## config.mk

```make
export PLATFORM = sky130hd
export DESIGN_NAME = mmio_timer
export DESIGN_NICKNAME = d
export VERILOG_FILES = /design/src/board_io_pkg.sv /design/src/board_memory_map_pkg.sv /design/src/mmio_timer.sv
export SDC_FILE = /design/constraint.sdc
export NUM_CORES = 1
export LEC_CHECK = 0
export BUFFER_PORTS_ARGS = -buffer_cell sky130_fd_sc_hd__buf_2
export CELL_PAD_IN_SITES_DETAIL_PLACEMENT = 0
export CELL_PAD_IN_SITES_GLOBAL_PLACEMENT = 2
export CORE_ASPECT_RATIO = 0.6
export CORE_UTILIZATION = 32
export DETAILED_ROUTE_END_ITERATION = 16
export PLACE_DENSITY_LB_ADDON = 0.1
export SLEW_MARGIN = 0
export SYNTH_ARGS = -nofsm -noshare
export SYNTH_HDL_FRONTEND = slang
export SYNTH_SLANG_ARGS = --single-unit
```

## constraint.sdc

```tcl
create_clock -name clk_i -period 1.8 [get_ports clk_i]
set_input_delay 0.09 -clock clk_i [delete_from_list [all_inputs] [get_ports clk_i]]
set_output_delay 0.09 -clock clk_i [all_outputs]
set_load 0.05 [all_outputs]
```

## src/board_io_pkg.sv

```systemverilog
package board_io_pkg;

    localparam int GPIO_COUNT = 16;

    typedef logic [GPIO_COUNT-1:0] gpio_t;

    // Timer register indices, taken from address bits 3:2.
    localparam logic [1:0] TIMER_REG_COUNT   = 2'd0;  // Read counter, write clears it.
    localparam logic [1:0] TIMER_REG_COMPARE = 2'd1;
    localparam logic [1:0] TIMER_REG_CONTROL = 2'd2;

    localparam int TIMER_ENABLE_BIT = 0;  // Enable bit in the control register.

    localparam int IRQ_VECTOR_WIDTH = 5;

    typedef logic [IRQ_VECTOR_WIDTH-1:0] irq_vector_t;

    // The timer sits just above the 16 input lines.
    localparam irq_vector_t TIMER_VECTOR  = 5'd16;
    localparam irq_vector_t NO_IRQ_VECTOR = 5'd0;

endpackage

```

## src/board_memory_map_pkg.sv

```systemverilog
package board_memory_map_pkg;

    typedef logic [31:0] bus_word_t;

    // Data memory window, 4 KiB of words.
    localparam bus_word_t MEM_START = 32'h0000_0000;
    localparam bus_word_t MEM_END   = 32'h0000_0FFF;
    localparam int        MEM_WORDS = 1024;

    // Peripheral window.
    localparam bus_word_t IO_START = 32'h0000_1000;
    localparam bus_word_t IO_END   = 32'h0000_11FF;

    // Bits 5:2 select an output or input bit, or a timer register in bits 3:2.
    typedef union packed {
        logic [3:0] gpio_index;
        struct packed {
            logic [1:0] reserved;
            logic [1:0] timer_reg;
        } timer_view;
    } io_reg_sel_t;

    typedef union packed {
        struct packed {
            logic [19:0] upper;
            logic [9:0]  word_index;
            logic [1:0]  byte_offset;
        } mem_view;
        struct packed {
            logic [22:0] region;     // Bits 31:9.
            logic        timer_sel;  // Bit 8.
            logic        input_sel;  // Bit 7, input view when set.
            logic        reserved;
            io_reg_sel_t reg_sel;    // Bits 5:2.
            logic [1:0]  byte_offset;
        } io_view;
    } bus_address_t;

endpackage

```

## src/mmio_timer.sv

```systemverilog
`timescale 1ns/10ps

module mmio_timer (
    input  logic                            clk_i,
    input  logic                            rst_n_i,
    input  logic                            write_i,
    input  logic [1:0]                      write_addr_i,
    input  board_memory_map_pkg::bus_word_t write_data_i,
    input  logic [1:0]                      read_addr_i,
    output board_memory_map_pkg::bus_word_t read_data_o,
    output logic                            timer_level_o
);
    import board_memory_map_pkg::*;
    import board_io_pkg::*;

    bus_word_t count_q;
    bus_word_t compare_q;
    logic      enable_q;

    always_ff @(posedge clk_i or negedge rst_n_i) begin
        if (!rst_n_i) begin
            count_q   <= '0;
            compare_q <= '0;
            enable_q  <= 1'b0;
        end else begin
            // A write to the count register wins over the increment.
            if (write_i && write_addr_i == TIMER_REG_COUNT) begin
                count_q <= '0;
            end else if (enable_q) begin
                count_q <= count_q + 1'b1;
            end

            if (write_i && write_addr_i == TIMER_REG_COMPARE) begin
                compare_q <= write_data_i;
            end

            if (write_i && write_addr_i == TIMER_REG_CONTROL) begin
                enable_q <= write_data_i[TIMER_ENABLE_BIT];
            end
        end
    end

    always_comb begin
        read_data_o = '0;
        case (read_addr_i)
            TIMER_REG_COUNT:   read_data_o = count_q;
            TIMER_REG_COMPARE: read_data_o = compare_q;
            TIMER_REG_CONTROL: read_data_o[TIMER_ENABLE_BIT] = enable_q;
            default:           read_data_o = '0;  // Unused index.
        endcase
    end

    // Level stays high until the count is cleared or the timer is stopped.
    assign timer_level_o = enable_q & (count_q >= compare_q);

endmodule

```

==> run summary <==
Seq/Total Area, Yosys: 0.395
Gr usage total: 0.190
Hold Path Class: in2reg
Average wire per standard cell: 15.3 um
Gate power share: 0.330
Initial antenna violation count: 0
Setup crit end kind: output port
CTS tree: done
Gate Count Post-Synth: 420
Rows: 31
Most frequent cells in the layout: buf_4 (90), buf_2 (70), dfrtp_1 (65)
Proportion of power drawn by flip-flops and latches: 0.352
Slowest CP cell: dfrtp_1
First-pass GRT wire length: 19.3 mm
Outcome: finished, violations left
Vias per cell: 4.66
Final Setup Violations: 3
CTS clk-pin slew, worst paths: 0.05 ns
# H-tree levels: 3
CP arrival: 2.22 ns
N_diodes: 0
Crit path launch type: flip-flop
Remaining Overflow, GRT: 0
Most used cell, CP: buf_4
Drt pass-1 iters: 4
CP max stage delay: 0.42 ns
Final net count: 689
Worst vdd ir: 0.455 mV
Critical path peak fanout: 2
Switching power: 1.63 mW
Initial DRC Count: 132
Pwr dens: 824 mW/mm^2
DRT Wirelength: 12.0 mm
Die Area: 0.0133 mm^2
Cts bufs inserted: 9
FF-to-FF path depth: 6
WP depth: 7
Rel. slew slack: 0.609
Ports: 72
MaxCap Viol Count: 0
Syn. warnings: 0
Critical path class: reg2out
Failing checks: negative setup slack
Clock sinks: 65
Leakage: 3.13 nW
CP bufs+invs: 2
Internal: 3.44 mW
Clock power frac: 0.318
Syn_area_per_cell: 9.81 um^2
Pin count of the biggest net entering global routing: 34
Commonest non-fill, non-tap cell in the layout: buf_4
Switch share: 0.321
CP Cell Sequence: ha_1, a21oi_2, o21ai_1, a221oi_4, buf_4, o211ai_1, buf_4
Longest Clk Path Bufs: 2
Worst setup margin: -0.508 ns
Hpwl dp: 8.80 mm
Clk root buf: clkbuf_16
ANT nets after route: 0
Min-Delay Path Depth: 2
Tightest Pin Transition: 0.586 ns
Worst-Skew Late Latency: 0.33 ns
Worst Skew: 0.00601 ns
Number of port buffers: 71
Design Area, Final: 0.00616 mm^2
Fraction of final layout cells sized beyond drive strength 1: 0.397
Slew Viols, Final: 0
RSZ-0062 raised after global routing: true
Area Overhead vs Synth: 49.4%
Die span in x: 148 um
DP Area: 0.00536 mm^2
Yosys cell types: 38
Max Clk Rate: 433 MHz
Syn_nets: 492
Vias in the first global route: 3596
Final hold violations: 0
Worst Path Required: 1.71 ns
Initial Utilization: 0.335
Core area: 0.0123 mm^2
Routability cong.: 0.794
Largest delay contributor family on the critical path: compound AO/OA/AOI/OAI gates
Vias after detailed routing: 3656
DR DRC count: 0
Fin crit period: 2.31 ns
Die Ht: 89.9 um
Post-Syn Area: 0.00412 mm^2
Final worst-path cycle share: 1.28
Post-Place Setup Slack: -0.368 ns
Post-synthesis register bit count: 65
state kept, by name, indices dropped and copies added (netlist names):
| name | count |
|---|---|
| enable_q | 1 |
| count_q | 32 |
| compare_q | 32 |
kinds of logic after synthesis:
kind of cell,count (synthesis),synth area share
AO/OA/AOI/OAI,37,0.0589
XOR/XNOR,25,0.0531
adder cells (fa/ha/maj),33,0.100
buffers and inverters,50,0.0459
flip-flops,65,0.395
multiplexers,66,0.170
AND/OR/NAND/NOR,144,0.177
worst register-to-register path, stage by stage (launching register included):
cell	delay (ns)
dfrtp_1	0.41
buf_6	0.13
and4_4	0.23
nand3_2	0.09
or3_4	0.40
or4_4	0.42
a21oi_2	0.15
stage by stage:
step	instances	hold WS [ns]	utilization	setup TNS (ns)	total power [mW]
after global routing	785	0.0204	0.501	-1.54	5.38
after floorplan	420	-0.206	-	-0.264	2.65
after global placement	732	0.123	0.436	-0.815	3.28
after detailed placement	732	0.129	0.436	-0.786	3.31
final	785	0.0144	0.501	-0.704	5.07
after CTS	782	0.00627	0.494	-0.714	5.09
timing repair:
action                                  CTS  global route
hold buffers                             31             0
cloned                                    0             0
endpoints found under the hold margin    51             0
buffers inserted                          6             3
pin swaps                                15             3
endpoints found under the setup margin    5            15
resized for setup                        26            14
power groups by stage:
stage	combinational, mW	sequential (mW)	clock [mW]
after detailed placement	1.50	1.81	0
after global placement	1.48	1.80	0
final	1.67	1.78	1.61
after CTS	1.63	1.78	1.67
after floorplan	0.842	1.81	0
after global routing	1.84	1.82	1.72
routing by layer:
layer,GRT usage,up-vias,routed length (um)
met3,0.0401,8,582
met4,0.0464,0,93
li1,-,1876,-
met1,0.298,1691,6690
met2,0.258,81,4670
met5,0,-,0
synthesized netlist by cell type:
library cell / count / area share
nand2b_1: 1 / 0.0015
nand2_1: 25 / 0.023
inv_1: 35 / 0.032
buf_2: 1 / 0.0012
o21a_1: 1 / 0.0018
or4_1: 4 / 0.0073
or3b_2: 1 / 0.0021
o211ai_1: 3 / 0.0055
nor4_1: 3 / 0.0046
a2111oi_0: 2 / 0.0043
nor2_1: 59 / 0.054
xor2_1: 19 / 0.040
mux2_2: 33 / 0.090
nor3b_2: 1 / 0.0030
a221oi_1: 1 / 0.0021
a21oi_1: 15 / 0.018
nand3_1: 9 / 0.011
o21ai_0: 6 / 0.0073
or3_4: 1 / 0.0027
o2111ai_2: 1 / 0.0036
clkbuf_1: 13 / 0.012
o31ai_1: 4 / 0.0073
a221o_1: 1 / 0.0024
xnor2_1: 6 / 0.013
a21o_1: 1 / 0.0018
o2111a_1: 1 / 0.0027
dfrtp_1: 65 / 0.39
nor3_1: 4 / 0.0049
a21boi_0: 1 / 0.0018
nor4_2: 1 / 0.0030
nand3b_1: 3 / 0.0055
ha_1: 33 / 0.10
or3_1: 2 / 0.0030
and3_1: 5 / 0.0076
nand4_1: 15 / 0.023
mux2i_1: 33 / 0.080
buf_1: 1 / 0.00091
and4_1: 10 / 0.021
worst paths after layout:
check | start | end | slack, ns
max in group asynchronous | rst_n_i | compare_q[30]$_DFFE_PN0P_ | 0.85
min reg2reg | compare_q[2]$_DFFE_PN0P_ | compare_q[2]$_DFFE_PN0P_ | 0.54
max reg2reg | count_q[14]$_DFFE_PN0P_ | count_q[29]$_DFFE_PN0P_ | -0.10
min in group asynchronous | rst_n_i | compare_q[21]$_DFFE_PN0P_ | 0.29
min | write_data_i[6] | compare_q[6]$_DFFE_PN0P_ | 0.01
max | count_q[17]$_DFFE_PN0P_ | timer_level_o | -0.51
layout make-up:
type | instances | area [um^2]
Fill cell | 1183 | 6140
Multi-Input combinational cell | 305 | 2460
Sequential cell | 65 | 1630
Timing Repair Buffer | 201 | 1470
Clock buffer | 14 | 264
Tap cell | 165 | 206
Inverter | 35 | 131
Note: power is estimated with default switching activity, not from simulation.
