[config.mk]
export PLATFORM = sky130hd
export DESIGN_NAME = gpio_bank
export DESIGN_NICKNAME = d
export VERILOG_FILES = /design/src/board_io_pkg.sv /design/src/gpio_bank.sv
export SDC_FILE = /design/constraint.sdc
export NUM_CORES = 1
export LEC_CHECK = 0
export BUFFER_PORTS_ARGS = -buffer_cell sky130_fd_sc_hd__buf_2
export CAP_MARGIN = 20
export CORE_MARGIN = 4
export CORE_UTILIZATION = 30
export CTS_CLUSTER_SIZE = 10
export DETAILED_ROUTE_END_ITERATION = 7
export GPL_TIMING_DRIVEN = 0
export HOLD_SLACK_MARGIN = 0.15
export REMOVE_ABC_BUFFERS = 1
export SLEW_MARGIN = 10
export SYNTH_ARGS = -nofsm -noshare
export SYNTH_HDL_FRONTEND = slang
export SYNTH_SLANG_ARGS = --single-unit
export TNS_END_PERCENT = 20
[constraint.sdc]
create_clock -name clk_i -period 0.9 [get_ports clk_i]
set_input_delay 0.045 -clock clk_i [delete_from_list [all_inputs] [get_ports clk_i]]
set_output_delay 0.045 -clock clk_i [all_outputs]
set_load 0.01 [all_outputs]
[src/board_io_pkg.sv]
package board_io_pkg;

    localparam int GPIO_COUNT = 16;

    typedef logic [GPIO_COUNT-1:0] gpio_t;

    // Timer register indices, taken from address bits 3:2.
    localparam logic [1:0] TIMER_REG_COUNT   = 2'd0;  // Read counter, write clears it.
    localparam logic [1:0] TIMER_REG_COMPARE = 2'd1;
    localparam logic [1:0] TIMER_REG_CONTROL = 2'd2;

    localparam int TIMER_ENABLE_BIT = 0;  // Enable bit in the control register.

    localparam int IRQ_VECTOR_WIDTH = 5;

    typedef logic [IRQ_VECTOR_WIDTH-1:0] irq_vector_t;

    // The timer sits just above the 16 input lines.
    localparam irq_vector_t TIMER_VECTOR  = 5'd16;
    localparam irq_vector_t NO_IRQ_VECTOR = 5'd0;

endpackage

[src/gpio_bank.sv]
`timescale 1ns/10ps

module gpio_bank (
    input  logic                clk_i,
    input  logic                rst_n_i,
    input  board_io_pkg::gpio_t gpio_i,
    input  board_io_pkg::gpio_t gpio_write_i,
    input  logic                gpio_wbit_i,
    output board_io_pkg::gpio_t gpio_o,
    output board_io_pkg::gpio_t gpio_in_sync_o,
    output board_io_pkg::gpio_t gpio_rise_o
);
    import board_io_pkg::*;

    gpio_t sync_meta_q;  // First stage, may go metastable.
    gpio_t sync_q;
    gpio_t prev_q;
    gpio_t out_q;

    // Input path: two synchronizer stages and one history stage.
    always_ff @(posedge clk_i or negedge rst_n_i) begin
        if (!rst_n_i) begin
            sync_meta_q <= '0;
            sync_q      <= '0;
            prev_q      <= '0;
        end else begin
            sync_meta_q <= gpio_i;
            sync_q      <= sync_meta_q;
            prev_q      <= sync_q;
        end
    end

    assign gpio_in_sync_o = sync_q;
    assign gpio_rise_o    = sync_q & ~prev_q;  // One-cycle pulse per rising edge.

    // Output bits, each loaded only by its own strobe.
    always_ff @(posedge clk_i or negedge rst_n_i) begin
        if (!rst_n_i) begin
            out_q <= '0;
        end else begin
            for (int i = 0; i < GPIO_COUNT; i++) begin
                if (gpio_write_i[i]) begin
                    out_q[i] <= gpio_wbit_i;
                end
            end
        end
    end

    assign gpio_o = out_q;

endmodule

==> results of run 1 <==
worst min path at each step:
stage | startpoint | endpoint | slack, ps | depth (start not counted)
2_1_floorplan | rst_n_i | gpio_in_sync_o[0]$_DFF_PN0_ | -250 | 0
3_3_place_gp | gpio_i[3] | sync_meta_q[3]$_DFF_PN0_ | 150 | 1
3_5_place_dp | gpio_i[4] | sync_meta_q[4]$_DFF_PN0_ | 150 | 1
4_1_cts | rst_n_i | gpio_in_sync_o[4]$_DFF_PN0_ | -190 | 1
5_1_grt | rst_n_i | gpio_in_sync_o[8]$_DFF_PN0_ | -150 | 1
6_report | rst_n_i | sync_meta_q[9]$_DFF_PN0_ | -210 | 1
what timing repair did:
item / CTS / global route
resized for setup: 0 / 20
setup endpoints to repair: 48 / 48
buffers inserted: 0 / 1
hold endpoints to repair: 96 / 64
layer usage:
metal	GRT usage, %	wire [microns]	vias to the layer above
met2	18.6	1990	58
met1	12.8	1540	592
met3	5.87	407	7
li1	-	-	559
met4	6.18	80	0
met5	0	0	-
cell usage in the layout, fill, tap and decap left out, drive strengths merged:
cell	count
mux2	16
clkinvlp	1
clkinv	3
bufinv	1
dlygate4sd3	32
dfrtp	64
nor2b	16
buf	83
clkbuf	11
state kept, by name, indices dropped and copies added (netlist names):
register / cells
gpio_in_sync_o: 16
gpio_o: 16
prev_q: 16
sync_meta_q: 16
cells by family (layout without fill, tap and decap cells):
logic type	count (synthesis)	after routing	synth area share, %
multiplexers	16	16	11.3
buffers and inverters	1	131	0.583
flip-flops	64	64	83.0
AND/OR/NAND/NOR	16	16	5.18
where the power goes:
part / switching (mW) / internal (mW)
Sequential: 0.0950 / 3.06
Combinational: 0.273 / 0.400
Clock: 1.04 / 1.35
stage by stage:
stage / TNS, ps / power (mW) / instances / hold slack, ps
finish: -2200 / 6.22 / 302 / -210
global route: -4600 / 6.54 / 302 / -149
CTS: -3280 / 6.24 / 301 / -188
detailed placement: 0 / 3.71 / 253 / 154
global placement: -26630 / 3.69 / 253 / 153
floorplan: 0 / 3.38 / 96 / -251
Yosys cell counts:
cell type   n
nor2b_1    16
mux2_2      6
buf_6       1
mux2_4     10
dfrtp_1    64
area by class of cell:
cell class              count  share of cell area [%]
flip-flops and latches     64                    52.5
repair buffers            115                    26.3
multi-input cells          32                    11.6
clock buffers              11                    4.63
well taps                  75                    3.08
clock inverters             5                    1.85
==> flow_summary.json, run 1 <==
{
  "setup.worst_path.start_class": "flop",
  "worst-path-buf-inv": 2,
  "final_clock_period_utilization_by_the_worst_path_pct": 117,
  "die_w_microns": 88.2,
  "firstDrtPassIters": 2,
  "area_after_detailed_placement_sq_um": 2430,
  "placeableCoreArea_sq_um": 6100,
  "crit_fanout": 3,
  "cts_root_buffer": "clkbuf_8",
  "final.setup.worst_slack_ps": -152,
  "cts_max_path_buffers": 2,
  "critical_path.startpoint": "gpio_in_sync_o[3]$_DFF_PN0_",
  "violations": "hold timing, setup timing",
  "largest_net_degree_at_the_start_of_global_routing": 65,
  "data_required_critical_path_ps": 850,
  "io_buffer_count": 82,
  "cts_max_level": 3,
  "worst_r2r_path_depth": 1,
  "slew_headroom_pct": 48.8,
  "ios": 83,
  "fmaxAchievable_mhz": 951,
  "post_synth_main_area_contributors": "dfrtp_1 83%, mux2_4 7.8%, nor2b_1 5.2%, mux2_2 3.5%, buf_6 0.58%",
  "cts_tree": "yes",
  "cp_data_arrival_time_ps": 1010,
  "drt.antenna.violating_nets": 0,
  "yosys_warnings": 0,
  "globalRouteOverflowTotal": 0,
  "synth_area_leader_cell": "dfrtp_1",
  "critical_path.endpoint_type": "primary output",
  "grt_first_pass_wirelength_mm": 6.62,
  "floorplan_die_area_sq_um": 7780,
  "worstSetupPathDepth": 2,
  "count_of_clock_tree_sinks": 64,
  "seqCellArea_sq_um": 1600,
  "areaGrowthSynthToFinish_pct": 58.1,
  "number_of_antenna_violations_at_the_first_check_in_global_routing": 0,
  "avgViaCountPerCell": 4.03,
  "rows": 28,
  "dr.first_iter.drc_count": 51,
  "dp.final_hpwl_mm": 2.45,
  "crit_path_top_delay_cell": "dfrtp_1",
  "groute.usage.overall_pct": 11.7,
  "holdCritPathClass": "input pin to asynchronous set/reset pin",
  "crit_path_max_incr_delay_ps": 400,
  "initial_utilization_pct": 31.7,
  "syn_area_sq_um": 1930,
  "via_count_of_the_first_global_routing_pass": 1362,
  "drc": 0,
  "syn_area_per_cell_sq_um": 19.9,
  "worstMarginPinSlew_ps": 768,
  "regToRegEndpoint": "gpio_o[11]$_DFFE_PN0P_",
  "max_cap_viol_count": 0,
  "postSynthRegisterBits": 64,
  "final_cell_area_sq_um": 3050,
  "worst-setup-path-type": "flop to primary output",
  "maxSlewViolCount": 0,
  "cellPowerDensity_nw_per_um2": 2040,
  "num_antenna_cells": 0,
  "vdd.ir_drop.worst_mv": 1.19,
  "power.static_leakage_nw": 1.50,
  "final_core_util_pct": 50.1,
  "status": "finished with violations",
  "finalCriticalPeriod_ps": 1050,
  "number_of_buffers_inserted_during_clock_tree_synthesis": 9,
  "synth.distinct_cells": 5,
  "drt_wl_total_mm": 4.02,
  "final_nets": 257,
  "vias": 1216,
  "clk_pin_slew_worst_paths_ps": 70,
  "setup_viol_count_final": 38,
  "r2r-start": "gpio_o[11]$_DFFE_PN0P_",
  "layout-drive-gt1-share_pct": 52.4,
  "timing.hold.ws_ps": -210,
  "r2r_setup_slack_ps": 110,
  "clock_latency_ps": 330,
  "multi_input_logic_area_sq_um": 355,
  "clock-skew-final_ps": 5.42,
  "yosys.area.top_type_share_pct": 83.0,
  "die_h_microns": 88.2,
  "syn_inst": 97,
  "route.detailed.wl_per_inst_microns": 13.3,
  "place_congestion": 0.678,
  "holdBufCountCts": 32,
  "crit_path_cell_trace": "buf_4 > buf_2",
  "fillerInstances": 513,
  "critical_path.top_delay_family": "flip-flops",
  "grt_setup_unrepaired": "true",
  "place_ws_ps": 136,
  "crit_path_end": "gpio_in_sync_o[3]",
  "seq_area_frac_synth_pct": 83.0,
  "hold_violations": 64
}
No activity file was read; power rests on OpenSTA's default activity.
==> run 2, diff against run 1 <==
--- a/config.mk
+++ b/config.mk
@@ -12,7 +12,8 @@
 export CTS_CLUSTER_SIZE = 10
 export DETAILED_ROUTE_END_ITERATION = 7
 export GPL_TIMING_DRIVEN = 0
-export HOLD_SLACK_MARGIN = 0.15
+export HOLD_SLACK_MARGIN = 0.12
+export PLACE_DENSITY_LB_ADDON = 0.15
 export REMOVE_ABC_BUFFERS = 1
 export SLEW_MARGIN = 10
 export SYNTH_ARGS = -nofsm -noshare
==> flow_summary.json, run 2 (same netlist as run 1, synthesis figures left out) <==
{
  "areaGrowthSynthToFinish_pct": 59.4,
  "p_int_mw": 5.08,
  "power.share.sequential_pct": 48.5,
  "die_w_microns": 88.2,
  "cts_max_level": 3,
  "final_nets": 265,
  "layout.cells.most_common": "buf_2",
  "final_clock_period_utilization_by_the_worst_path_pct": 116,
  "max_cap_viol_count": 0,
  "place_congestion": 0.672,
  "finish.cell_count_without_fillers": 310,
  "dp.final_hpwl_mm": 2.49,
  "worstMarginPinSlew_ps": 764,
  "drt_wl_total_mm": 3.90,
  "crit_path_max_incr_delay_ps": 400,
  "netSwitchingPower_mw": 1.40,
  "critical_path.top_delay_family": "flip-flops",
  "clk_pin_slew_worst_paths_ps": 70,
  "hold_violations": 64,
  "vias": 1250,
  "worst-path-buf-inv": 1,
  "cts_root_buffer": "clkbuf_8",
  "finalCriticalPeriod_ps": 1040,
  "route.detailed.wl_per_inst_microns": 12.6,
  "vdd.ir_drop.worst_mv": 0.926,
  "largest_net_degree_at_the_start_of_global_routing": 65,
  "count_of_clock_tree_sinks": 64,
  "use_met2_pct": 18.2,
  "fmaxAchievable_mhz": 961,
  "cts_max_path_buffers": 2,
  "layout-drive-gt1-share_pct": 52.3,
  "final.setup.worst_slack_ps": -140,
  "crit_fanout": 3,
  "p_clk_share_pct": 41.2,
  "grt_setup_unrepaired": "true",
  "io_buffer_count": 82,
  "grtUsageMet1_pct": 12.0,
  "comb_power_share_pct": 10.2,
  "crit_path_top_delay_cell": "dfrtp_1",
  "initial_utilization_pct": 31.7,
  "critical_path.endpoint_type": "primary output",
  "placeableCoreArea_sq_um": 6100,
  "sw_frac_of_total_pct": 21.6,
  "data_required_critical_path_ps": 850,
  "number_of_antenna_violations_at_the_first_check_in_global_routing": 0,
  "holdBufCountCts": 32,
  "floorplan_die_area_sq_um": 7780,
  "number_of_buffers_inserted_during_clock_tree_synthesis": 9,
  "dpl.cell_count": 253,
  "drt.antenna.violating_nets": 0,
  "status": "finished with violations",
  "num_antenna_cells": 0,
  "setup.worst_path.start_class": "flop",
  "clock_latency_ps": 330,
  "final_cell_area_sq_um": 3080,
  "globalRouteOverflowTotal": 0,
  "dr.first_iter.drc_count": 7,
  "firstDrtPassIters": 4,
  "cellPowerDensity_nw_per_um2": 2110,
  "layout_common_cells": "75 x buf_2, 64 x dfrtp_1, 32 x dlygate4sd3_1",
  "cp_data_arrival_time_ps": 1000,
  "die_h_microns": 88.2,
  "clock-skew-final_ps": 8.13,
  "rows": 28,
  "holdCritPathClass": "input pin to asynchronous set/reset pin",
  "avgViaCountPerCell": 4.03,
  "area_after_detailed_placement_sq_um": 2430,
  "cts_tree": "yes",
  "power.static_leakage_nw": 1.52,
  "globalRouteMet3Util_pct": 5.96,
  "ios": 83,
  "groute.usage.overall_pct": 11.0,
  "drc": 0,
  "gr-max-usage-layer": "met2",
  "via_count_of_the_first_global_routing_pass": 1347,
  "violations": "hold timing, setup timing",
  "setup_viol_count_final": 30,
  "worst-setup-path-type": "flop to primary output",
  "grt_first_pass_wirelength_mm": 6.31,
  "timing.hold.ws_ps": -208,
  "crit_path_cell_trace": "nor2b_1 > buf_2",
  "final_core_util_pct": 50.5,
  "slew_headroom_pct": 49.1,
  "maxSlewViolCount": 0
}
[run 2: cell types whose count changed in the layout (fill, tap and decap cells not counted), sizes merged]
cell	delta
clkinvlp	+1
clkinv	-2
buf	+8
bufinv	+1
[run 2: worst paths after layout]
check,start,endpoint,slack (ps),depth (start not counted)
worst max-delay path,gpio_in_sync_o[11]$_DFF_PN0_,gpio_rise_o[11],-140,2
worst min-delay path,rst_n_i,prev_q[8]$_DFF_PN0_,-210,1
worst max register to register,gpio_o[3]$_DFFE_PN0P_,gpio_o[3]$_DFFE_PN0P_,110,1
worst min register to register,sync_meta_q[12]$_DFF_PN0_,gpio_in_sync_o[12]$_DFF_PN0_,340,0
max in group asynchronous,rst_n_i,gpio_o[4]$_DFFE_PN0P_,610,1
min in group clk_i,gpio_wbit_i,gpio_o[2]$_DFFE_PN0P_,210,2
[run 2: area by class of cell]
cell class / instances / area [sq um]
Fill cell: 541 / 3020
Sequential cell: 64 / 1600
Tap cell: 75 / 93.8
Clock inverter: 5 / 80.1
Multi-Input combinational cell: 32 / 325
Timing Repair Buffer: 123 / 835
Clock buffer: 11 / 141
[run 2: routing by layer]
layer | vias to the layer above | share of wire [%]
met2 | 61 | 52
met3 | 4 | 9.7
met5 | - | 0
met1 | 608 | 37
met4 | 0 | 0.64
li1 | 577 | -
[run 2: metrics by stage]
| stage | hold slack [ps] | setup TNS [ps] | setup slack, ps | power, mW |
|---|---|---|---|---|
| after floorplan | -251 | 0 | 121 | 3.38 |
| after global placement | 153 | -19140 | -303 | 3.68 |
| after detailed placement | 154 | 0 | 140 | 3.71 |
| after CTS | -190 | -3130 | -166 | 6.56 |
| after global routing | -152 | -5010 | -225 | 6.84 |
| final | -208 | -2080 | -140 | 6.48 |
[run 2: power by group through the flow]
stage | Sequential [mW] | Combinational [mW] | Clock [mW]
finish | 3.15 | 0.665 | 2.67
global route | 3.17 | 0.729 | 2.94
CTS | 3.14 | 0.644 | 2.77
detailed placement | 3.19 | 0.514 | 0
global placement | 3.18 | 0.500 | 0
floorplan | 3.23 | 0.149 | 0
[run 2: repair_timing]
action	in CTS	in global routing
hold endpoints to repair	96	64
setup endpoints to repair	48	48
resized for setup	1	7
setup buffers	5	4
