### src/board_io_pkg.sv
package board_io_pkg;

    localparam int GPIO_COUNT = 16;

    typedef logic [GPIO_COUNT-1:0] gpio_t;

    // Timer register indices, taken from address bits 3:2.
    localparam logic [1:0] TIMER_REG_COUNT   = 2'd0;  // Read counter, write clears it.
    localparam logic [1:0] TIMER_REG_COMPARE = 2'd1;
    localparam logic [1:0] TIMER_REG_CONTROL = 2'd2;

    localparam int TIMER_ENABLE_BIT = 0;  // Enable bit in the control register.

    localparam int IRQ_VECTOR_WIDTH = 5;

    typedef logic [IRQ_VECTOR_WIDTH-1:0] irq_vector_t;

    // The timer sits just above the 16 input lines.
    localparam irq_vector_t TIMER_VECTOR  = 5'd16;
    localparam irq_vector_t NO_IRQ_VECTOR = 5'd0;

endpackage

### src/interrupt_controller.sv
`timescale 1ns/10ps

module interrupt_controller (
    input  logic                      clk_i,
    input  logic                      rst_n_i,
    input  board_io_pkg::gpio_t       gpio_rise_i,
    input  logic                      timer_level_i,
    input  logic                      irq_ack_i,
    output logic                      irq_o,
    output logic                      timer_irq_o,
    output board_io_pkg::irq_vector_t irq_vector_o
);
    import board_io_pkg::*;

    gpio_t pending_q;
    logic  timer_level_q, timer_pending_q;

    always_ff @(posedge clk_i or negedge rst_n_i) begin
        if (!rst_n_i) begin
            pending_q       <= '0;
            timer_level_q   <= 1'b0;
            timer_pending_q <= 1'b0;
        end else begin
            timer_level_q <= timer_level_i;
            if (irq_ack_i) begin
                pending_q       <= '0;  // Edges in this cycle are dropped.
                timer_pending_q <= 1'b0;
            end else begin
                pending_q <= pending_q | gpio_rise_i;
                if (timer_level_i && !timer_level_q) begin
                    timer_pending_q <= 1'b1;
                end
            end
        end
    end

    assign irq_o       = |pending_q;
    assign timer_irq_o = timer_pending_q;

    // Timer first, then the highest pending input.
    always_comb begin
        irq_vector_o = NO_IRQ_VECTOR;
        if (timer_pending_q) begin
            irq_vector_o = TIMER_VECTOR;
        end else begin
            for (int i = 0; i < GPIO_COUNT; i++) begin
                if (pending_q[i]) begin
                    irq_vector_o = irq_vector_t'(i);
                end
            end
        end
    end

endmodule

### config.mk
export PLATFORM = sky130hd
export DESIGN_NAME = interrupt_controller
export DESIGN_NICKNAME = d
export VERILOG_FILES = /design/src/board_io_pkg.sv /design/src/interrupt_controller.sv
export SDC_FILE = /design/constraint.sdc
export NUM_CORES = 1
export LEC_CHECK = 0
export BUFFER_PORTS_ARGS = -buffer_cell sky130_fd_sc_hd__buf_2
export CAP_MARGIN = 20
export CORE_MARGIN = 3
export CORE_UTILIZATION = 47
export DETAILED_ROUTE_END_ITERATION = 10
export PLACE_DENSITY = 0.84
export SYNTH_ARGS = -nofsm -noshare
export SYNTH_HDL_FRONTEND = slang
export SYNTH_SLANG_ARGS = --single-unit
### constraint.sdc
create_clock -name clk_i -period 1.7 [get_ports clk_i]
set_input_delay 0.34 -clock clk_i [delete_from_list [all_inputs] [get_ports clk_i]]
set_output_delay 0.34 -clock clk_i [all_outputs]
set_load 0.01 [all_outputs]
==> summary.txt, run 1 <==
Status
  – Status: complete, but fails checks
  – Failing checks: setup timing

Critical path
  – Worst r2r src: pending_q[2]
  – Worst EP required: 1360 ps
  – CP max stage cell: dfrtp_2
  – R2r endpoint: pending_q[2]
  – WP buf/inv: 1
  – Worst path arrival time: 1440 ps
  – Setup crit end kind: output port
  – Critical path fanouts, max: 4
  – FF-to-FF path depth: 4
  – Nature of the critical path startpoint: flip-flop
  – Crit Path Class: reg -> out
  – Critical path's largest stage delay: 450 ps
  – R2R Setup Slk: 780 ps
  – Crit path cell chain: nor4_2, nor2_1, o21ba_1, buf_2
  – Crit path max-delay family: flip-flops

Placed design
  – Quantity of I/O buffers inserted on ports: 26
  – Pre-CTS WS: 199.3 ps
  – GPL Wtd Cong: 0.7842
  – DP HPWL: 1103 um

STA
  – Max Fclk: 563.3 MHz
  – Tcrit/Tclk final: 104.4%
  – Slew Viols, Final: 0
  – Actual slew at the worst max-slew pin: 389.9 ps
  – Hold Vio Cnt, Final: 0
  – Setup TNS: -179.7 ps
  – Clk_skew: 0.03597 ps
  – Unrepaired setup endpoints after global routing: true
  – Final setup violation count: 3
  – Worst slew margin: 74.01%
  – Min Tclk post-route: 1775 ps
  – Setup WS post-layout: -75.30 ps

Logic synthesis
  – Post-synth top area share: 59.31%
  – Post-synthesis mux area share: 0%
  – Largest family of logic cells by synthesized area: simple AND/OR/NAND/NOR gates
  – Avg Inst Size Synth: 8.831 sq um
  – Netlist cell types: 18
  – Synth top area cells: dfrtp_1 (59%), nor2_1 (21%), a21oi_1 (2.6%)
  – Simple-gate portion of the synthesized area: 27.51%
  – Yosys reg bits: 18
  – Mapped Nets: 106
  – Post-Synth Adder-Cell Area: 0%
  – Post-Syn Area: 759.5 sq um
  – Synth Area in Compound Gates: 8.896%
  – YS warnings: 0
  – Yosys top cell by area: dfrtp_1
  – Syn Inst Count: 86
  – Post-Synth XOR/XNOR Area: 0%
  – Sequential-to-total area share from yosys stat: 59.31%

Power and ir drop
  – Max VDD drop: 0.5665 mV
  – Psw: 0.2263 mW
  – Logic gate share of total power: 15.8%
  – Int Pwr: 0.6559 mW
  – Sw Share: 25.65%
  – Sequential share of power: 55.6%
  – Part of the power in the clock network: 28.6%
  – Power Dens Cells: 897.1 mW/mm^2
  – P_leak: 0.4942 nW

Clock network
  – H-tree Lvls: 1
  – Clock sinks: 18
  – Worst skew pair latency: 280 ps
  – Clock root buffer master: clkbuf_4
  – Max Buffers Root-to-Sink: 2
  – Cts bufs inserted: 3
  – TritonCTS clock tree: built
  – Reg clk slew, reported paths: 100 ps

Cells and area
  – Area Overhead vs Synth: 29.49%
  – Commonest non-fill, non-tap cells in the layout: nor2_1 (38), buf_2 (26), dfrtp_1 (16), inv_1 (4), a21oi_1 (4)
  – Nets: 138
  – Fill cell count: 121
  – # diodes: 0
  – Layout cells sized above 1: 35.04%
  – Most common cell after layout, fill and taps aside: nor2_1

Detailed routing
  – DRT Wirelength: 1619 um
  – WL per Instance: 12.27 um
  – DR iter-0 viols: 17
  – Detail Route Antenna Nets: 0
  – Via count: 680
  – Via density per instance: 5.152
  – # DRC: 0
  – First-pass DRT Iterations: 4

Die
  – Die area: 0.002134 sq mm
  – Initial Util: 54.29%
  – Die W: 46.20 um
  – Die height: 46.20 um
  – Core area: 0.001399 sq mm
  – # IOs: 27
  – Core Rows: 13

Job
  – Number of max-cap violations: 0

Global route
  – Largest net degree at the start of global routing: 19
  – Vias in the first global route: 633
  – Grt ovf: 0
  – First-pass GRT wire length: 2663 um
  – GRT Overall Usage: 17.56%
  – Initial antenna violation count: 0

Hold path
  – Hold Startpoint: timer_level_i
  – HP Class: in -> reg
  – Hold path cells: 1
  – WHS Endpoint: timer_level_q
## metrics by stage
step | area (sq um) | instances | util [%] | power (mW) | hold WS [ps]
finish | 983.4 | 132 | 70.30 | 0.8822 | 173.5
floorplan | 759.5 | 86 | - | 0.5624 | 44.41
global route | 983.4 | 132 | 70.30 | 0.9242 | 163.9
global placement | 890.9 | 124 | 63.69 | 0.6145 | 278.1
detailed placement | 890.9 | 124 | 63.69 | 0.6190 | 283.6
CTS | 960.9 | 131 | 68.69 | 0.8823 | 161.1
## synth_stat cells
cell type,instances
o31ai_1,1
nor3_2,1
buf_2,2
nand2b_1,1
nand4_1,1
nor4_1,1
o21ba_1,1
o22ai_1,1
o311a_1,1
o21ai_0,1
dfrtp_1,18
a311oi_1,1
nand2_1,2
a21oi_1,4
inv_1,4
nor2_1,42
nor3_1,3
buf_4,1
## registers in the layout (all words and copies together), names as in the netlist
register,flops
timer_irq_o,1
timer_level_q,1
pending_q,16
## worst max path at each step
stage / depth (start not counted) / to / startpoint / slack, ps
3_5_place_dp: 4 / irq_vector_o[2] / pending_q[7] / 200
4_1_cts: 4 / irq_vector_o[2] / pending_q[7] / -60
6_report: 4 / irq_vector_o[2] / pending_q[4] / -80
5_1_grt: 5 / irq_vector_o[0] / pending_q[2] / -150
2_1_floorplan: 3 / irq_vector_o[1] / pending_q[5] / 320
3_3_place_gp: 4 / irq_vector_o[2] / pending_q[7] / 230
## metal layers
layer | wire length, um | GRT usage, % | vias up
li1 | - | - | 337
met1 | 705 | 21.48 | 316
met2 | 792 | 29.67 | 25
met3 | 108 | 2.734 | 2
met4 | 12 | 8.523 | 0
met5 | 0 | 0 | -
## area by class of cell
type                    count  area, sq um  area share, %
flip-flops and latches     18        452.9          46.06
inverters                   4        15.01          1.527
clock buffers               4        36.28          3.690
repair buffers             30        162.7          16.54
well taps                  15        18.77          1.908
multi-input cells          61        297.8          30.28
## what timing repair did
action,4_1_cts,5_1_grt
endpoints found under the setup margin,4,5
gates resized for setup,2,6
pin swaps,3,2
buffers inserted,2,1
endpoints found under the hold margin,18,0
hold buffers,1,0
## power by group through the flow
stage / clock [mW] / combinational (mW) / sequential (mW)
after floorplan: 0 / 0.0755 / 0.487
after global placement: 0 / 0.123 / 0.491
after detailed placement: 0 / 0.126 / 0.494
after CTS: 0.261 / 0.135 / 0.486
after global routing: 0.271 / 0.158 / 0.495
final: 0.253 / 0.139 / 0.491
## kinds of logic (layout without fill, tap and decap cells)
family	after synthesis	after routing
AND/OR/NAND/NOR	51	51
flip-flops	18	18
buffers and inverters	7	38
AO/OA/AOI/OAI	10	10
## worst register-to-register path: cells and delay by family, from the launching register on
| kind | cells | cell delay [ps] |
|---|---|---|
| flip-flops | 1 | 430 |
| buffers and inverters | 2 | 270 |
| AND/OR/NAND/NOR | 2 | 120 |
(Power assumes the default switching activity.)
==> run 2, diff against run 1 <==
--- a/config.mk
+++ b/config.mk
@@ -10,6 +10,7 @@
 export CORE_MARGIN = 3
 export CORE_UTILIZATION = 47
 export DETAILED_ROUTE_END_ITERATION = 10
+export GPL_TIMING_DRIVEN = 0
 export PLACE_DENSITY = 0.84
 export SYNTH_ARGS = -nofsm -noshare
 export SYNTH_HDL_FRONTEND = slang
==> constraint.sdc (replaced) <==
create_clock -name clk_i -period 2 [get_ports clk_i]
set_input_delay 0.4 -clock clk_i [delete_from_list [all_inputs] [get_ports clk_i]]
set_output_delay 0.4 -clock clk_i [all_outputs]
set_load 0.01 [all_outputs]
==> run 2 against run 1 <==
  * Sequential share of layout area grew 1.9 points
  * Wire length shrank 7.5%
  * First-iteration DRC count shrank 59%
  * Non-clock buffer count shrank 2
  * The run now ends clean
  * Utilization shrank 3.1 points
  * Highest routed layer unchanged
  * Via count shrank 2.2%
  * Flip-flop and latch count is the same
==> summary.txt, run 2 (synthesis gave the netlist of run 1 again) <==
Status
  – Status: complete, no violations

STA
  – Setup TNS: 0 ps
  – Final setup violation count: 0
  – Unrepaired setup endpoints after global routing: false
  – Max Fclk: 524.7 MHz
  – Actual slew at the worst max-slew pin: 387.2 ps
  – Tcrit/Tclk final: 95.30%
  – Hold Vio Cnt, Final: 0
  – Worst slew margin: 73.95%
  – Min Tclk post-route: 1906 ps
  – Setup WS post-layout: 94.08 ps
  – Clk_skew: 0.001166 ps
  – Slew Viols, Final: 0

Clock network
  – Worst skew pair latency: 290 ps
  – Clock root buffer master: clkbuf_4
  – Reg clk slew, reported paths: 90 ps
  – TritonCTS clock tree: built
  – Cts repair resizes: 0
  – Clock sinks: 18
  – Cts bufs inserted: 3
  – Max Buffers Root-to-Sink: 2
  – H-tree Lvls: 1
  – Cts hold-fix bufs: 0
  – Post-CTS Repair Setup Buffers: 0

Global route
  – First-pass GRT wire length: 2415 um
  – Largest net degree at the start of global routing: 19
  – Vias in the first global route: 591
  – GRT Overall Usage: 16.19%
  – Initial antenna violation count: 0
  – Grt ovf: 0

Die
  – Die height: 46.20 um
  – Core area: 0.001399 sq mm
  – # IOs: 27
  – Die W: 46.20 um
  – Die area: 0.002134 sq mm
  – Core Rows: 13
  – Initial Util: 54.29%

Detailed routing
  – DR iter-0 viols: 7
  – Via count: 665
  – Detail Route Antenna Nets: 0
  – First-pass DRT Iterations: 3
  – WL per Instance: 11.52 um
  – DRT Wirelength: 1498 um
  – Via density per instance: 5.115
  – # DRC: 0

Placed design
  – GPL Wtd Cong: 0.7739
  – Quantity of I/O buffers inserted on ports: 25
  – DP Cell Count: 126
  – Pre-CTS WS: 429.9 ps
  – DP HPWL: 1168 um

Cells and area
  – Layout cells sized above 1: 28.70%
  – Biggest register: pending_q
  – Most common cell after layout, fill and taps aside: nor2_1
  – Area Overhead vs Synth: 23.72%
  – Max FFs per register: 16
  – # diodes: 0
  – Post-route insts no fill: 130
  – Commonest non-fill, non-tap cells in the layout: nor2_1 (42), buf_2 (27), dfrtp_1 (18), inv_1 (4), a21oi_1 (4)
  – Fill cell count: 139
  – Nets: 136

Power and ir drop
  – Power Dens Cells: 784.5 mW/mm^2
  – P_leak: 0.4845 nW
  – Max VDD drop: 0.5880 mV
  – Power, Total: 0.7372 mW

Critical path
  – Crit path max-delay family: simple AND/OR/NAND/NOR gates
  – Crit path cell chain: nor4_1, nor2_1, o21ba_1, buf_2
  – CP max stage cell: dfrtp_1
  – Worst path arrival time: 1510 ps
  – Nature of the critical path startpoint: flip-flop
  – Crit Path Class: reg -> out
  – Worst EP required: 1600 ps
  – Setup crit end kind: output port
  – WP buf/inv: 1
  – Critical path fanouts, max: 4
  – Critical path's largest stage delay: 420 ps

Job
  – Number of max-cap violations: 0

Hold path
  – HP Class: in -> async
run 2: changes by cell type in the layout (fill, tap and decap cells not counted):
cell           delta
nor2_2            -3
buf_4             -2
nor4_2            -1
buf_2             +1
dfrtp_2           -2
nor4_1            +1
nor2_1            +4
dfrtp_1           +2
dlygate4sd3_1     -1
nor2_4            -1
run 2: metrics by stage:
stage	util [%]	instance area, sq um	hold WS [ps]
after detailed placement	64.58	903.4	344.3
after CTS	67.17	939.7	23.61
after global placement	64.58	903.4	338.6
after global routing	67.17	939.7	22.40
after floorplan	-	759.5	104.4
final	67.17	939.7	14.57
run 2: path summary, 6_finish.rpt:
check	start	to	slack (ps)	cells after the start
min reg2reg	pending_q[0]	pending_q[0]	510	2
max reg2reg	timer_irq_o	timer_irq_o	1220	2
min	rst_n_i	pending_q[12]	10	1
max in group asynchronous	rst_n_i	pending_q[7]	1710	1
max	pending_q[7]	irq_vector_o[2]	90	4
min in group clk_i	timer_level_i	timer_level_q	220	1
run 2: report_power, final:
group | internal, mW | switching (mW)
combinational | 0.0519 | 0.0565
clock | 0.111 | 0.106
sequential | 0.388 | 0.0244
run 2: area by class of cell:
cell class	instances	area, sq um	area share [%]
multi-input combinational	61	276.5	29.43
clock buffer	4	36.28	3.862
inverter	4	15.01	1.598
timing repair buffer	25	125.1	13.32
tap	15	18.77	1.997
sequential	18	450.4	47.94
buffer	3	17.52	1.864
run 2: routing by layer:
| metal | routed length, um | track usage [%] | share of wire (%) | vias to the layer above |
|---|---|---|---|---|
| met5 | 0 | 0 | 0 | - |
| met4 | 28 | 8.523 | 1.9 | 0 |
| met1 | 661 | 19.06 | 44 | 302 |
| met3 | 93 | 3.516 | 6.2 | 5 |
| met2 | 714 | 27.20 | 48 | 18 |
| li1 | - | - | - | 340 |
==> run 3, diff against run 2 <==
--- a/config.mk
+++ b/config.mk
@@ -8,10 +8,10 @@
 export BUFFER_PORTS_ARGS = -buffer_cell sky130_fd_sc_hd__buf_2
 export CAP_MARGIN = 20
 export CORE_MARGIN = 3
-export CORE_UTILIZATION = 47
+export CORE_UTILIZATION = 42
 export DETAILED_ROUTE_END_ITERATION = 10
 export GPL_TIMING_DRIVEN = 0
-export PLACE_DENSITY = 0.84
+export PLACE_DENSITY = 0.8
 export SYNTH_ARGS = -nofsm -noshare
 export SYNTH_HDL_FRONTEND = slang
 export SYNTH_SLANG_ARGS = --single-unit
==> constraint.sdc (replaced) <==
create_clock -name clk_i -period 1.6 [get_ports clk_i]
set_input_delay 0.32 -clock clk_i [delete_from_list [all_inputs] [get_ports clk_i]]
set_output_delay 0.32 -clock clk_i [all_outputs]
set_load 0.01 [all_outputs]
==> run 3 against run 2 <==
  * The flow now finishes with violations (setup timing)
  * Critical path depth unchanged
  * First-iteration DRC count rose by 29%
  * Combinational power is 59% higher
  * Via count is 6.5% higher
  * Sequential share of layout area decreased by 5.1 points
  * Cell count is 13% higher
  * Total power is 33% higher
==> summary.txt, run 3 (synthesis gave the netlist of run 1 again) <==
Status
  – Status: complete, but fails checks
  – Failing checks: setup timing

Critical path
  – Critical path fanouts, max: 4
  – WP buf/inv: 1
  – Levels on crit path: 4
  – Worst r2r src: pending_q[5]
  – Worst EP required: 1280 ps
  – R2r endpoint: pending_q[5]
  – Setup crit end kind: output port
  – FF-to-FF path depth: 3
  – Critical path's largest stage delay: 470 ps
  – Crit path max-delay family: flip-flops
  – Crit Path Class: reg -> out
  – R2R Setup Slk: 750 ps
  – Crit path cell chain: nor4_4, nor2_1, o21ba_1, buf_2
  – Worst path arrival time: 1450 ps
  – CP max stage cell: dfrtp_2
  – Nature of the critical path startpoint: flip-flop

Global route
  – Vias in the first global route: 687
  – GRT Overall Usage: 17.11%
  – Initial antenna violation count: 0
  – Largest net degree at the start of global routing: 19
  – First-pass GRT wire length: 3056 um
  – Grt ovf: 0

Detailed routing
  – Detail Route Antenna Nets: 0
  – # DRC: 0
  – First-pass DRT Iterations: 5
  – Via density per instance: 4.816
  – DR iter-0 viols: 9
  – DRT Wirelength: 1806 um
  – WL per Instance: 12.29 um
  – Via count: 708

Die
  – Die W: 48.53 um
  – Die height: 48.53 um
  – Die area: 0.002355 sq mm
  – Core Rows: 14
  – Core area: 0.001594 sq mm
  – Initial Util: 47.65%
  – # IOs: 27

Hold path
  – Hold Startpoint: timer_level_i
  – WHS Endpoint: timer_level_q
  – HP Class: in -> reg
  – Hold path cells: 1

STA
  – Worst slew margin: 74.00%
  – Max Fclk: 565.6 MHz
  – Clk_skew: 0.05559 ps
  – Hold Vio Cnt, Final: 0
  – Final setup violation count: 5
  – Min Tclk post-route: 1768 ps
  – Slew Viols, Final: 0
  – Setup WS post-layout: -168.1 ps
  – Tcrit/Tclk final: 110.5%
  – Actual slew at the worst max-slew pin: 390.0 ps
  – Hold_ws: 140.5 ps
  – Unrepaired setup endpoints after global routing: true

Clock network
  – Clock root buffer master: clkbuf_4
  – Max Buffers Root-to-Sink: 2
  – Reg clk slew, reported paths: 110 ps
  – Clock sinks: 18
  – Cts bufs inserted: 3
  – H-tree Lvls: 1
  – TritonCTS clock tree: built
  – Worst skew pair latency: 290 ps

Cells and area
  – Commonest non-fill, non-tap cells in the layout: nor2_1 (37), buf_2 (27), dfrtp_1 (16), buf_4 (8), nor2_2 (5)
  – Max FFs per register: 16
  – Most common cell after layout, fill and taps aside: nor2_1
  – # diodes: 0
  – Util after Layout: 66.41%
  – Layout cells sized above 1: 41.46%
  – Fill cell count: 146
  – Biggest register: pending_q
  – Post-route insts no fill: 147
  – Area Overhead vs Synth: 39.37%
  – Nets: 144

Placed design
  – Pre-CTS WS: 140.7 ps
  – DP HPWL: 1198 um
  – DP Cell Count: 135
  – Quantity of I/O buffers inserted on ports: 25
  – GPL Wtd Cong: 0.7687

Job
  – Number of max-cap violations: 0

Power and ir drop
  – P_leak: 0.5278 nW
  – Power Dens Cells: 924.4 mW/mm^2
  – Max VDD drop: 0.6634 mV
==> run 3: changes by cell type in the layout (fill, tap and decap cells not counted), sizes merged <==
cell and delta:
buf +7, dlygate4sd3 +1
==> run 3: final cells by class <==
cell class,instances,area [sq um],area share (%)
plain buffers,3,17.52,1.655
well taps,24,30.03,2.837
repair buffers,33,187.7,17.73
inverters,4,15.01,1.418
multi-input cells,61,319.1,30.14
clock buffers,4,36.28,3.428
flip-flops and latches,18,452.9,42.79
==> run 3: per-layer routing <==
| layer | share of wire (%) | wire [um] | track usage, % | up-vias |
|---|---|---|---|---|
| li1 | - | - | - | 352 |
| met4 | 2.9 | 53 | 8.057 | 0 |
| met2 | 46 | 828 | 27.06 | 30 |
| met1 | 43 | 780 | 20.98 | 319 |
| met5 | 0 | 0 | 0 | - |
| met3 | 8.0 | 144 | 5.828 | 7 |
==> run 3: per-stage QoR <==
stage,total power [mW],setup TNS (ps),instance area [sq um]
2_1_floorplan,0.5976,0,759.5
3_3_place_gp,0.6570,0,914.6
3_5_place_dp,0.6621,0,914.6
4_1_cts,0.9638,-440.6,1030
5_1_grt,1.035,-939.7,1059
6_report,0.9785,-582.6,1059
==> run 3: timing repair <==
item | in CTS | in global routing
pin swaps | 7 | 3
endpoints found under the hold margin | 18 | 0
hold buffers | 1 | 0
gates resized for setup | 5 | 7
buffers inserted | 7 | 0
setup endpoints to repair | 5 | 5
==> run 3: power breakdown <==
part / internal (mW) / switching (mW)
clock: 0.139 / 0.145
sequential: 0.485 / 0.0379
combinational: 0.0886 / 0.0829
total: 0.713 / 0.265
==> run 3: worst max path at each step <==
| stage | from | slack [ps] | endpoint |
|---|---|---|---|
| final | pending_q[7] | -170 | irq_vector_o[2] |
| after global routing | pending_q[5] | -250 | irq_vector_o[1] |
| after CTS | pending_q[7] | -140 | irq_vector_o[2] |
| after detailed placement | pending_q[6] | 140 | irq_vector_o[2] |
| after global placement | pending_q[7] | 130 | irq_vector_o[2] |
| after floorplan | pending_q[5] | 240 | irq_vector_o[1] |
==> run 3: worst register-to-register path, cell delays in order (launching register included) <==
cell	delay, ps
dfrtp_1	450
buf_4	160
nor2_1	80
nor2_1	50
